## config.mk

```make
export PLATFORM = sky130hd
export DESIGN_NAME = sieve_engine_top
export DESIGN_NICKNAME = d
export VERILOG_FILES = /design/src/verilog/sieve_pkg.sv /design/src/verilog/packet_fifo.sv /design/src/verilog/sieve_control_fsm.sv /design/src/verilog/sequence_hold_timer.sv /design/src/verilog/sieve_kernel.sv /design/src/verilog/result_pipeline.sv /design/src/verilog/sieve_engine_top.sv
export SDC_FILE = /design/constraint.sdc
export NUM_CORES = 2
export LEC_CHECK = 0
export ABC_AREA = 1
export ABC_CLOCK_PERIOD_IN_PS = 12150
export BUFFER_PORTS_ARGS = -buffer_cell sky130_fd_sc_hd__buf_2
export CAP_MARGIN = 0
export CORE_MARGIN = 1
export CORE_UTILIZATION = 45
export CTS_BUF_LIST = sky130_fd_sc_hd__clkbuf_4 sky130_fd_sc_hd__clkbuf_8
export DETAILED_ROUTE_END_ITERATION = 7
export SYNTH_ARGS = -nofsm -noshare
export SYNTH_HDL_FRONTEND = slang
export SYNTH_SLANG_ARGS = --single-unit
```

## constraint.sdc

```tcl
create_clock -name ap_clk -period 12.15 [get_ports ap_clk]
set_clock_uncertainty 0.05 [all_clocks]
set_input_delay 1.215 -clock ap_clk [delete_from_list [all_inputs] [get_ports ap_clk]]
set_output_delay 1.215 -clock ap_clk [all_outputs]
set_load 0.02 [all_outputs]
```

## src/verilog/sieve_pkg.sv

```systemverilog
`default_nettype none

package sieve_pkg;

    // --------------------
    // Widths
    // --------------------
    localparam int data_w   = 32;
    localparam int seq_id_w = 8;
    localparam int dest_w   = 6;

    typedef enum logic {
        seq_running = 1'b0,
        seq_done    = 1'b1
    } seq_state_t;

    // --------------------
    // Packets
    // --------------------
    // 53-bit payload
    typedef struct packed {
        logic [data_w-1:0]   data;
        logic [dest_w-1:0]   destination;
        logic [dest_w-1:0]   source;
        seq_state_t          state;
        logic [seq_id_w-1:0] id;
    } engine_payload_t;

    typedef struct packed {
        logic            valid;
        engine_payload_t payload;
    } engine_packet_t;

    // Threshold and result destination
    typedef struct packed {
        logic              valid;
        logic [data_w-1:0] threshold;
        logic [dest_w-1:0] destination;
    } sieve_config_t;

    typedef struct packed {
        logic empty;
        logic prog_full;
    } fifo_status_t;

    // --------------------
    // Control FSM
    // --------------------
    typedef enum logic [3:0] {
        ctrl_reset,
        ctrl_idle,
        ctrl_setup_idle,
        ctrl_setup_trans,
        ctrl_setup,
        ctrl_start_trans,
        ctrl_start,
        ctrl_busy,
        ctrl_pause_trans,
        ctrl_pause,
        ctrl_busy_trans
    } control_state_t;

endpackage : sieve_pkg

`default_nettype wire

```

## src/verilog/packet_fifo.sv

```systemverilog
`timescale 1ns/1ps
`default_nettype none

module packet_fifo #(
    parameter int fifo_depth  = 16,
    parameter int prog_thresh = 8
) (
    input  wire logic                       ap_clk,
    input  wire logic                       areset_generator,
    input  wire sieve_pkg::engine_payload_t din,
    input  wire logic                       wr_en,
    input  wire logic                       rd_en,
    output sieve_pkg::engine_payload_t      dout,
    output logic                            valid,
    output logic                            empty,
    output logic                            prog_full
);

    import sieve_pkg::*;

    localparam int addr_w  = (fifo_depth > 1) ? $clog2(fifo_depth) : 1;
    localparam int count_w = $clog2(fifo_depth + 1);

    engine_payload_t    mem [fifo_depth];
    logic [addr_w-1:0]  wr_ptr;
    logic [addr_w-1:0]  rd_ptr;
    logic [count_w-1:0] count;
    logic               full;
    logic               do_wr;
    logic               do_rd;

    // Pointer wrap for any depth
    function automatic logic [addr_w-1:0] next_ptr(input logic [addr_w-1:0] ptr);
        if (ptr == addr_w'(fifo_depth - 1)) begin
            return '0;
        end
        return ptr + 1'b1;
    endfunction

    assign full      = (count == count_w'(fifo_depth));
    assign empty     = (count == '0);
    assign prog_full = (count >= count_w'(prog_thresh));

    assign do_rd = rd_en & ~empty;
    // A write into a full FIFO is allowed when a read frees the slot
    assign do_wr = wr_en & (~full | do_rd);

    always_ff @(posedge ap_clk) begin
        if (do_wr) begin
            mem[wr_ptr] <= din;
        end
        if (do_rd) begin
            dout <= mem[rd_ptr];
        end
    end

    // --------------------
    // Pointers and count
    // --------------------
    always_ff @(posedge ap_clk) begin
        if (areset_generator) begin
            wr_ptr <= '0;
            rd_ptr <= '0;
            count  <= '0;
            valid  <= 1'b0;
        end else begin
            valid <= do_rd;
            if (do_wr) begin
                wr_ptr <= next_ptr(wr_ptr);
            end
            if (do_rd) begin
                rd_ptr <= next_ptr(rd_ptr);
            end
            case ({do_wr, do_rd})
                2'b10:   count <= count + 1'b1;
                2'b01:   count <= count - 1'b1;
                default: count <= count;
            endcase
        end
    end

endmodule : packet_fifo

`default_nettype wire

```

## src/verilog/sieve_control_fsm.sv

```systemverilog
`timescale 1ns/1ps
`default_nettype none

module sieve_control_fsm (
    input  wire logic                     ap_clk,
    input  wire logic                     areset_generator,
    input  wire logic                     descriptor_valid,
    input  wire logic                     rd_en_seen,
    input  wire sieve_pkg::sieve_config_t config_in,
    input  wire logic                     out_prog_full,
    output logic                          config_setup,
    output sieve_pkg::sieve_config_t      active_config,
    output sieve_pkg::control_state_t     state,
    output logic                          started
);

    import sieve_pkg::*;

    control_state_t    next_state;
    logic              cfg_valid;
    logic [data_w-1:0] cfg_threshold;
    logic [dest_w-1:0] cfg_destination;

    always_ff @(posedge ap_clk) begin
        if (areset_generator) begin
            state <= ctrl_reset;
        end else begin
            state <= next_state;
        end
    end

    // --------------------
    // Next state
    // --------------------
    always_comb begin
        next_state = state;
        case (state)
            ctrl_reset:       next_state = ctrl_idle;
            ctrl_idle: begin
                if (descriptor_valid) begin
                    next_state = ctrl_setup_idle;
                end
            end
            // Config request goes out once the consumer is reading
            ctrl_setup_idle: begin
                if (rd_en_seen) begin
                    next_state = ctrl_setup_trans;
                end
            end
            ctrl_setup_trans: next_state = ctrl_setup;
            ctrl_setup: begin
                if (config_in.valid) begin
                    next_state = ctrl_start_trans;
                end
            end
            ctrl_start_trans: next_state = ctrl_start;
            ctrl_start:       next_state = ctrl_busy;
            ctrl_busy: begin
                if (out_prog_full) begin
                    next_state = ctrl_pause_trans;
                end
            end
            ctrl_pause_trans: next_state = ctrl_pause;
            ctrl_pause: begin
                if (!out_prog_full) begin
                    next_state = ctrl_busy_trans;
                end
            end
            ctrl_busy_trans:  next_state = ctrl_busy;
            default:          next_state = ctrl_reset;
        endcase
    end

    // --------------------
    // Control flags
    // --------------------
    always_ff @(posedge ap_clk) begin
        if (areset_generator) begin
            config_setup <= 1'b0;
            cfg_valid    <= 1'b0;
            started      <= 1'b0;
        end else begin
            // One-cycle request on entry to setup
            config_setup <= (state == ctrl_setup_trans);
            if (state == ctrl_setup) begin
                cfg_valid <= 1'b0;
            end else if (state == ctrl_start_trans) begin
                cfg_valid <= 1'b1;
            end
            // Sticky from the start state on
            if (state == ctrl_start_trans) begin
                started <= 1'b1;
            end
        end
    end

    always_ff @(posedge ap_clk) begin
        if ((state == ctrl_setup) && config_in.valid) begin
            cfg_threshold   <= config_in.threshold;
            cfg_destination <= config_in.destination;
        end
    end

    assign active_config = '{
        valid:       cfg_valid,
        threshold:   cfg_threshold,
        destination: cfg_destination
    };

endmodule : sieve_control_fsm

`default_nettype wire

```

## src/verilog/sequence_hold_timer.sv

```systemverilog
`timescale 1ns/1ps
`default_nettype none

module sequence_hold_timer #(
    parameter int hold_cycles = 2
) (
    input  wire logic ap_clk,
    input  wire logic areset_generator,
    input  wire logic seq_end,
    output logic      hold
);

    localparam int count_w = (hold_cycles > 0) ? $clog2(hold_cycles + 1) : 1;

    logic [count_w-1:0] count;

    // Reload on every sequence end, then count down to zero
    always_ff @(posedge ap_clk) begin
        if (areset_generator) begin
            count <= '0;
        end else if (seq_end) begin
            count <= count_w'(hold_cycles);
        end else if (count != '0) begin
            count <= count - 1'b1;
        end
    end

    // Block pops in the end cycle itself too, before the count is loaded
    assign hold = seq_end | (count != '0);

endmodule : sequence_hold_timer

`default_nettype wire

```

## src/verilog/sieve_kernel.sv

```systemverilog
`timescale 1ns/1ps
`default_nettype none

module sieve_kernel (
    input  wire logic                         ap_clk,
    input  wire logic                         areset_generator,
    input  wire logic                         clear,
    input  wire logic [sieve_pkg::data_w-1:0] threshold,
    input  wire logic                         data_valid,
    input  wire logic [sieve_pkg::data_w-1:0] data,
    input  wire logic                         seq_end,
    output logic                              result_valid,
    output logic [sieve_pkg::data_w-1:0]      result
);

    import sieve_pkg::*;

    logic              s1_valid;
    logic              s1_end;
    logic [data_w-1:0] s1_value;
    logic [data_w-1:0] acc;
    logic [data_w-1:0] acc_next;
    logic              s2_valid;
    logic [data_w-1:0] s2_sum;

    // --------------------
    // Stage 1 threshold
    // --------------------
    always_ff @(posedge ap_clk) begin
        if (areset_generator) begin
            s1_valid <= 1'b0;
            s1_end   <= 1'b0;
        end else begin
            s1_valid <= data_valid;
            s1_end   <= data_valid & seq_end;
        end
    end

    // Values below the threshold contribute nothing
    always_ff @(posedge ap_clk) begin
        s1_value <= (data >= threshold) ? data : '0;
    end

    // --------------------
    // Stage 2 accumulate
    // --------------------
    // wraps at data_w
    assign acc_next = acc + s1_value;

    always_ff @(posedge ap_clk) begin
        if (areset_generator || clear) begin
            acc      <= '0;
            s2_valid <= 1'b0;
        end else begin
            s2_valid <= s1_end;
            if (s1_valid) begin
                // Closing value is in acc_next, start fresh after it
                acc <= s1_end ? '0 : acc_next;
            end
        end
    end

    always_ff @(posedge ap_clk) begin
        s2_sum <= acc_next;
    end

    // --------------------
    // Stage 3 result
    // --------------------
    always_ff @(posedge ap_clk) begin
        if (areset_generator) begin
            result_valid <= 1'b0;
        end else begin
            result_valid <= s2_valid;
        end
    end

    always_ff @(posedge ap_clk) begin
        result <= s2_sum;
    end

endmodule : sieve_kernel

`default_nettype wire

```

## src/verilog/result_pipeline.sv

```systemverilog
`timescale 1ns/1ps
`default_nettype none

module result_pipeline (
    input  wire logic                         ap_clk,
    input  wire sieve_pkg::engine_packet_t    packet_in,
    input  wire logic [sieve_pkg::dest_w-1:0] destination,
    input  wire logic                         result_valid,
    input  wire logic [sieve_pkg::data_w-1:0] result,
    output sieve_pkg::engine_packet_t         packet_out
);

    import sieve_pkg::*;

    // Matches the kernel latency
    localparam int stages = 3;

    engine_packet_t stage [stages];
    logic           closing;

    // --------------------
    // Delay line
    // --------------------
    always_ff @(posedge ap_clk) begin
        stage[0]                     <= packet_in;
        stage[0].payload.destination <= destination;
        for (int i = 1; i < stages; i++) begin
            stage[i] <= stage[i-1];
        end
    end

    // Only closing packets that line up with a kernel result leave
    assign closing = stage[stages-1].valid
                   & (stage[stages-1].payload.state == seq_done)
                   & result_valid;

    // --------------------
    // Merge stage
    // --------------------
    always_ff @(posedge ap_clk) begin
        packet_out.valid        <= closing;
        packet_out.payload      <= stage[stages-1].payload;
        packet_out.payload.data <= result;
    end

endmodule : result_pipeline

`default_nettype wire

```

## src/verilog/sieve_engine_top.sv

```systemverilog
`timescale 1ns/1ps
`default_nettype none

module sieve_engine_top #(
    parameter int fifo_depth  = 16,
    parameter int prog_thresh = 8,
    parameter int hold_cycles = 2
) (
    input  wire logic                      ap_clk,
    input  wire logic                      areset_generator,
    input  wire logic                      descriptor_valid,
    output logic                           config_setup,
    input  wire sieve_pkg::sieve_config_t  config_in,
    input  wire sieve_pkg::engine_packet_t response_in,
    input  wire logic                      response_rd_en,
    output sieve_pkg::fifo_status_t        response_fifo_status,
    output sieve_pkg::engine_packet_t      request_out,
    input  wire logic                      request_ready,
    output logic                           done
);

    import sieve_pkg::*;

    logic            descriptor_reg;
    sieve_config_t   config_reg;
    engine_packet_t  response_reg;
    logic            rd_en_reg;
    logic            ready_reg;

    engine_payload_t in_dout;
    logic            in_rd_en;
    logic            in_valid;
    logic            in_empty;
    logic            in_prog_full;

    engine_payload_t out_dout;
    logic            out_rd_en;
    logic            out_valid;
    logic            out_empty;
    logic            out_prog_full;

    sieve_config_t     active_config;
    control_state_t    state;
    logic              started;
    logic              hold;
    engine_packet_t    popped;
    logic              popped_end;
    logic              result_valid;
    logic [data_w-1:0] result;
    engine_packet_t    pipe_out;

    // --------------------
    // Input registers
    // --------------------
    always_ff @(posedge ap_clk) begin
        config_reg   <= config_in;
        response_reg <= response_in;
        if (areset_generator) begin
            descriptor_reg     <= 1'b0;
            config_reg.valid   <= 1'b0;
            response_reg.valid <= 1'b0;
            rd_en_reg          <= 1'b0;
            ready_reg          <= 1'b0;
        end else begin
            descriptor_reg <= descriptor_valid;
            rd_en_reg      <= response_rd_en;
            ready_reg      <= request_ready;
        end
    end

    // --------------------
    // Output registers
    // --------------------
    always_ff @(posedge ap_clk) begin
        request_out.payload <= out_dout;
        if (areset_generator) begin
            request_out.valid <= 1'b0;
            done              <= 1'b0;
        end else begin
            request_out.valid <= out_valid;
            done              <= started & in_empty & out_empty;
        end
    end

    assign response_fifo_status = '{empty: in_empty, prog_full: in_prog_full};

    // Pop only while busy, with room downstream and no hold pending
    assign in_rd_en = ~in_empty & rd_en_reg & ~out_prog_full & (state == ctrl_busy) & ~hold;
    assign out_rd_en = ~out_empty & ready_reg;

    assign popped     = '{valid: in_valid, payload: in_dout};
    assign popped_end = in_valid & (in_dout.state == seq_done);

    packet_fifo #(
        .fifo_depth (fifo_depth),
        .prog_thresh(prog_thresh)
    ) u_input_fifo (
        .ap_clk          (ap_clk),
        .areset_generator(areset_generator),
        .din             (response_reg.payload),
        .wr_en           (response_reg.valid),
        .rd_en           (in_rd_en),
        .dout            (in_dout),
        .valid           (in_valid),
        .empty           (in_empty),
        .prog_full       (in_prog_full)
    );

    sieve_control_fsm u_control (
        .ap_clk          (ap_clk),
        .areset_generator(areset_generator),
        .descriptor_valid(descriptor_reg),
        .rd_en_seen      (rd_en_reg),
        .config_in       (config_reg),
        .out_prog_full   (out_prog_full),
        .config_setup    (config_setup),
        .active_config   (active_config),
        .state           (state),
        .started         (started)
    );

    sequence_hold_timer #(
        .hold_cycles(hold_cycles)
    ) u_hold_timer (
        .ap_clk          (ap_clk),
        .areset_generator(areset_generator),
        .seq_end         (popped_end),
        .hold            (hold)
    );

    sieve_kernel u_kernel (
        .ap_clk          (ap_clk),
        .areset_generator(areset_generator),
        .clear           (~active_config.valid),
        .threshold       (active_config.threshold),
        .data_valid      (in_valid),
        .data            (in_dout.data),
        .seq_end         (popped_end),
        .result_valid    (result_valid),
        .result          (result)
    );

    result_pipeline u_result_pipeline (
        .ap_clk      (ap_clk),
        .packet_in   (popped),
        .destination (active_config.destination),
        .result_valid(result_valid),
        .result      (result),
        .packet_out  (pipe_out)
    );

    packet_fifo #(
        .fifo_depth (fifo_depth),
        .prog_thresh(prog_thresh)
    ) u_output_fifo (
        .ap_clk          (ap_clk),
        .areset_generator(areset_generator),
        .din             (pipe_out.payload),
        .wr_en           (pipe_out.valid),
        .rd_en           (out_rd_en),
        .dout            (out_dout),
        .valid           (out_valid),
        .empty           (out_empty),
        .prog_full       (out_prog_full)
    );

endmodule : sieve_engine_top

`default_nettype wire

```

==> impl_metrics.ini <==
[floorplanning]
rows = 154
dieWidth_um = 423.6
core_region_area_um2 = 176300
initial_utilization = 0.4536
dieArea_um2 = 179400
die_h_um = 423.6
num_io_pins = 156

[clocking]
cts_sinks = 2172
numCtsBuffers = 363
clk_pin_slew_ns = 0.06
ctsRootBufferMaster = clkbuf_8
htreeDepth = 5
cts_hold_buffers = 0
clock_latency_ns = 1.04
cts_setup_buffers = 0
clockBufferDepth = 4
cts_resized = 0
cts_tree = built

[place]
io_buffer_count = 149
routabilityCongestion = 0.8609
placed_cells = 8088
post-place-ws_ns = 7.505
detailed_place_hpwl_mm = 96.45
placed_area_um2 = 83150

[synthesis]
ys_seq_area_frac = 0.7612
synth_commonest_cells = 1,738 x edfxtp_1, 1,018 x nor2_1, 594 x nand2_1
synth_cells = 5848
syn-num-nets = 6029
synth_area_um2 = 79980
synth_edf_count = 1738
synth_area_per_cell_um2 = 13.68
yosys_register_bits = 2172
synth_top_cell_by_area = edfxtp_1
yosys.cell_count.top_type = edfxtp_1
synth_flop_cell = edfxtp_1
async_reset_ff_frac = 0
synth_warnings = 0
synthTopCellsByArea = edfxtp_1 65%, dfxtp_1 11%, nor2_1 4.8%, nand2_1 2.8%, o32ai_1 2.7%
ys_types = 46
netlist.area_leader.share = 0.6525

[sta]
grt_setup_unrepaired = no
drv_slew = 0
setup_ws_ns = 7.509
hold_slack_ns = 0.2343
slew_headroom = 0.1850
fmax_mhz = 215.5
finalCritPeriodShare = 0.3820
finalSetupViolations = 0
tightestPinTransition_ns = 1.223
hold_viol_final = 0
min_period_ns = 4.641
fin_setup_tns_ns = 0

[status]
status = complete, but fails checks
violations = design-rule violations

[global_route]
grt_max_degree = 197
grt_pass1_vias = 44767
grt_antenna_before_repair = 4
grt_pass1_wl_mm = 282.3
overflow = 0
grt_usage = 0.2085

[detailed_routing]
drc = 11
drtPass1Iterations = 8
num_vias = 46840
routed_wl_mm = 189.5
post_drt_via_cell_ratio = 5.362
ant_nets = 0
drt-initial-drc-count = 4470
routedWlPerCell_um = 21.69

[final_layout]
final_area_um2 = 90520
fin_util = 0.5134
area_growth_syn_to_layout_pct = 13.18
multi_input_area_um2 = 17040
largest_register_ffs = 848
final_nets = 6294
top_regs = u_output_fifo.mem (848), u_input_fifo.mem (752), u_result_pipeline.stage (66)
regMostFlops = u_output_fifo.mem
drive_above_1_share = 0.1407
final-seq-area_um2 = 60900
nFillCells = 14894
final-instance-count-excl-fill = 8736

[setup_path]
r2r-end = u_output_fifo.dout[29]
start_kind = register
crit_required_ns = 12.81
critical_path_class = reg2reg
endpoint_kind = register
r2r_slack_ns = 7.51
path_max_fanout = 196
crit_end = u_output_fifo.dout[29]
timing.rr.start = u_output_fifo.rd_ptr[0]
reg2regPathDepth = 7
crit_start = u_output_fifo.rd_ptr[0]
cp_data_arrival_time_ns = 5.30

[flow_run]
cap_violations = 0

[power_and_ir_drop]
leakage_nw = 31.24
peakVddDrop_uv = 123.5
total_power_mw = 14.70
powerDensity_nw_per_um2 = 162.4

[min_path]
hold_path.class = in2reg
final cells by class:
type	instances	area share
Antenna cell	1	0.00002764
Clock buffer	569	0.07635
Clock inverter	78	0.005100
Inverter	252	0.01064
Multi-Input combinational cell	3104	0.1882
Sequential cell	2172	0.6728
Tap cell	2340	0.03234
Timing Repair Buffer	220	0.01454
cell usage in the layout, fill, tap and decap left out, drive strengths merged, types with 205 or more instances in the layout:
cell type and instances:
nand3 205, o21ai 428, nor2 1022, inv 252, nand2 599, clkbuf 569, buf 220, edfxtp 1738
o32ai 246, dfxtp 434
worst max-delay path, cell delays in order (launching register included):
cell      delay, ns
dfxtp_4        0.96
buf_4          0.83
buf_12         0.72
buf_4          0.86
mux2i_1        0.27
o221ai_1       0.14
o211ai_1       0.19
nand3_1        0.11
routing by layer:
layer  GRT usage  vias to the layer above  wire length [um]
li1            -                    21914                 -
met1      0.2801                    23183             81830
met2      0.3447                     1384             92340
met3     0.03527                      359             10540
met4     0.06745                        0              4804
met5           0                        -                 0
power by group:
group          switching [mW]  internal, mW  total, mW
clock                    2.79          3.68       6.47
combinational          0.0891        0.0445      0.134
sequential             0.0593          8.03       8.09
total                    2.94          11.8       14.7
cell families (layout without fill, tap and decap cells):
family / Yosys count / after routing / share of synthesized area
multiplexers: 154 / 154 / 0.01927
buffers and inverters: 572 / 1119 / 0.02910
flip-flops: 2172 / 2172 / 0.7612
AO/OA/AOI/OAI: 977 / 977 / 0.08188
other: 0 / 1 / 0
AND/OR/NAND/NOR: 1867 / 1867 / 0.09280
adder cells (fa/ha/maj): 83 / 83 / 0.01327
XOR/XNOR: 23 / 23 / 0.002519
worst min path at each step:
stage | start | endpoint | slack [ns] | depth (start not counted)
4_1_cts | config_in[14] | config_reg[14] | 0.10 | 1
5_1_grt | config_in[4] | config_reg[4] | 0.15 | 1
2_1_floorplan | u_kernel.s2_sum[0] | u_kernel.result[0] | 0.26 | 0
3_5_place_dp | u_kernel.s2_sum[11] | u_kernel.result[11] | 0.26 | 0
3_3_place_gp | u_result_pipeline.stage[0][108] | u_result_pipeline.packet_out[0] | 0.26 | 0
6_report | config_in[4] | config_reg[4] | 0.23 | 1
Power figures use the tool's default switching activity.
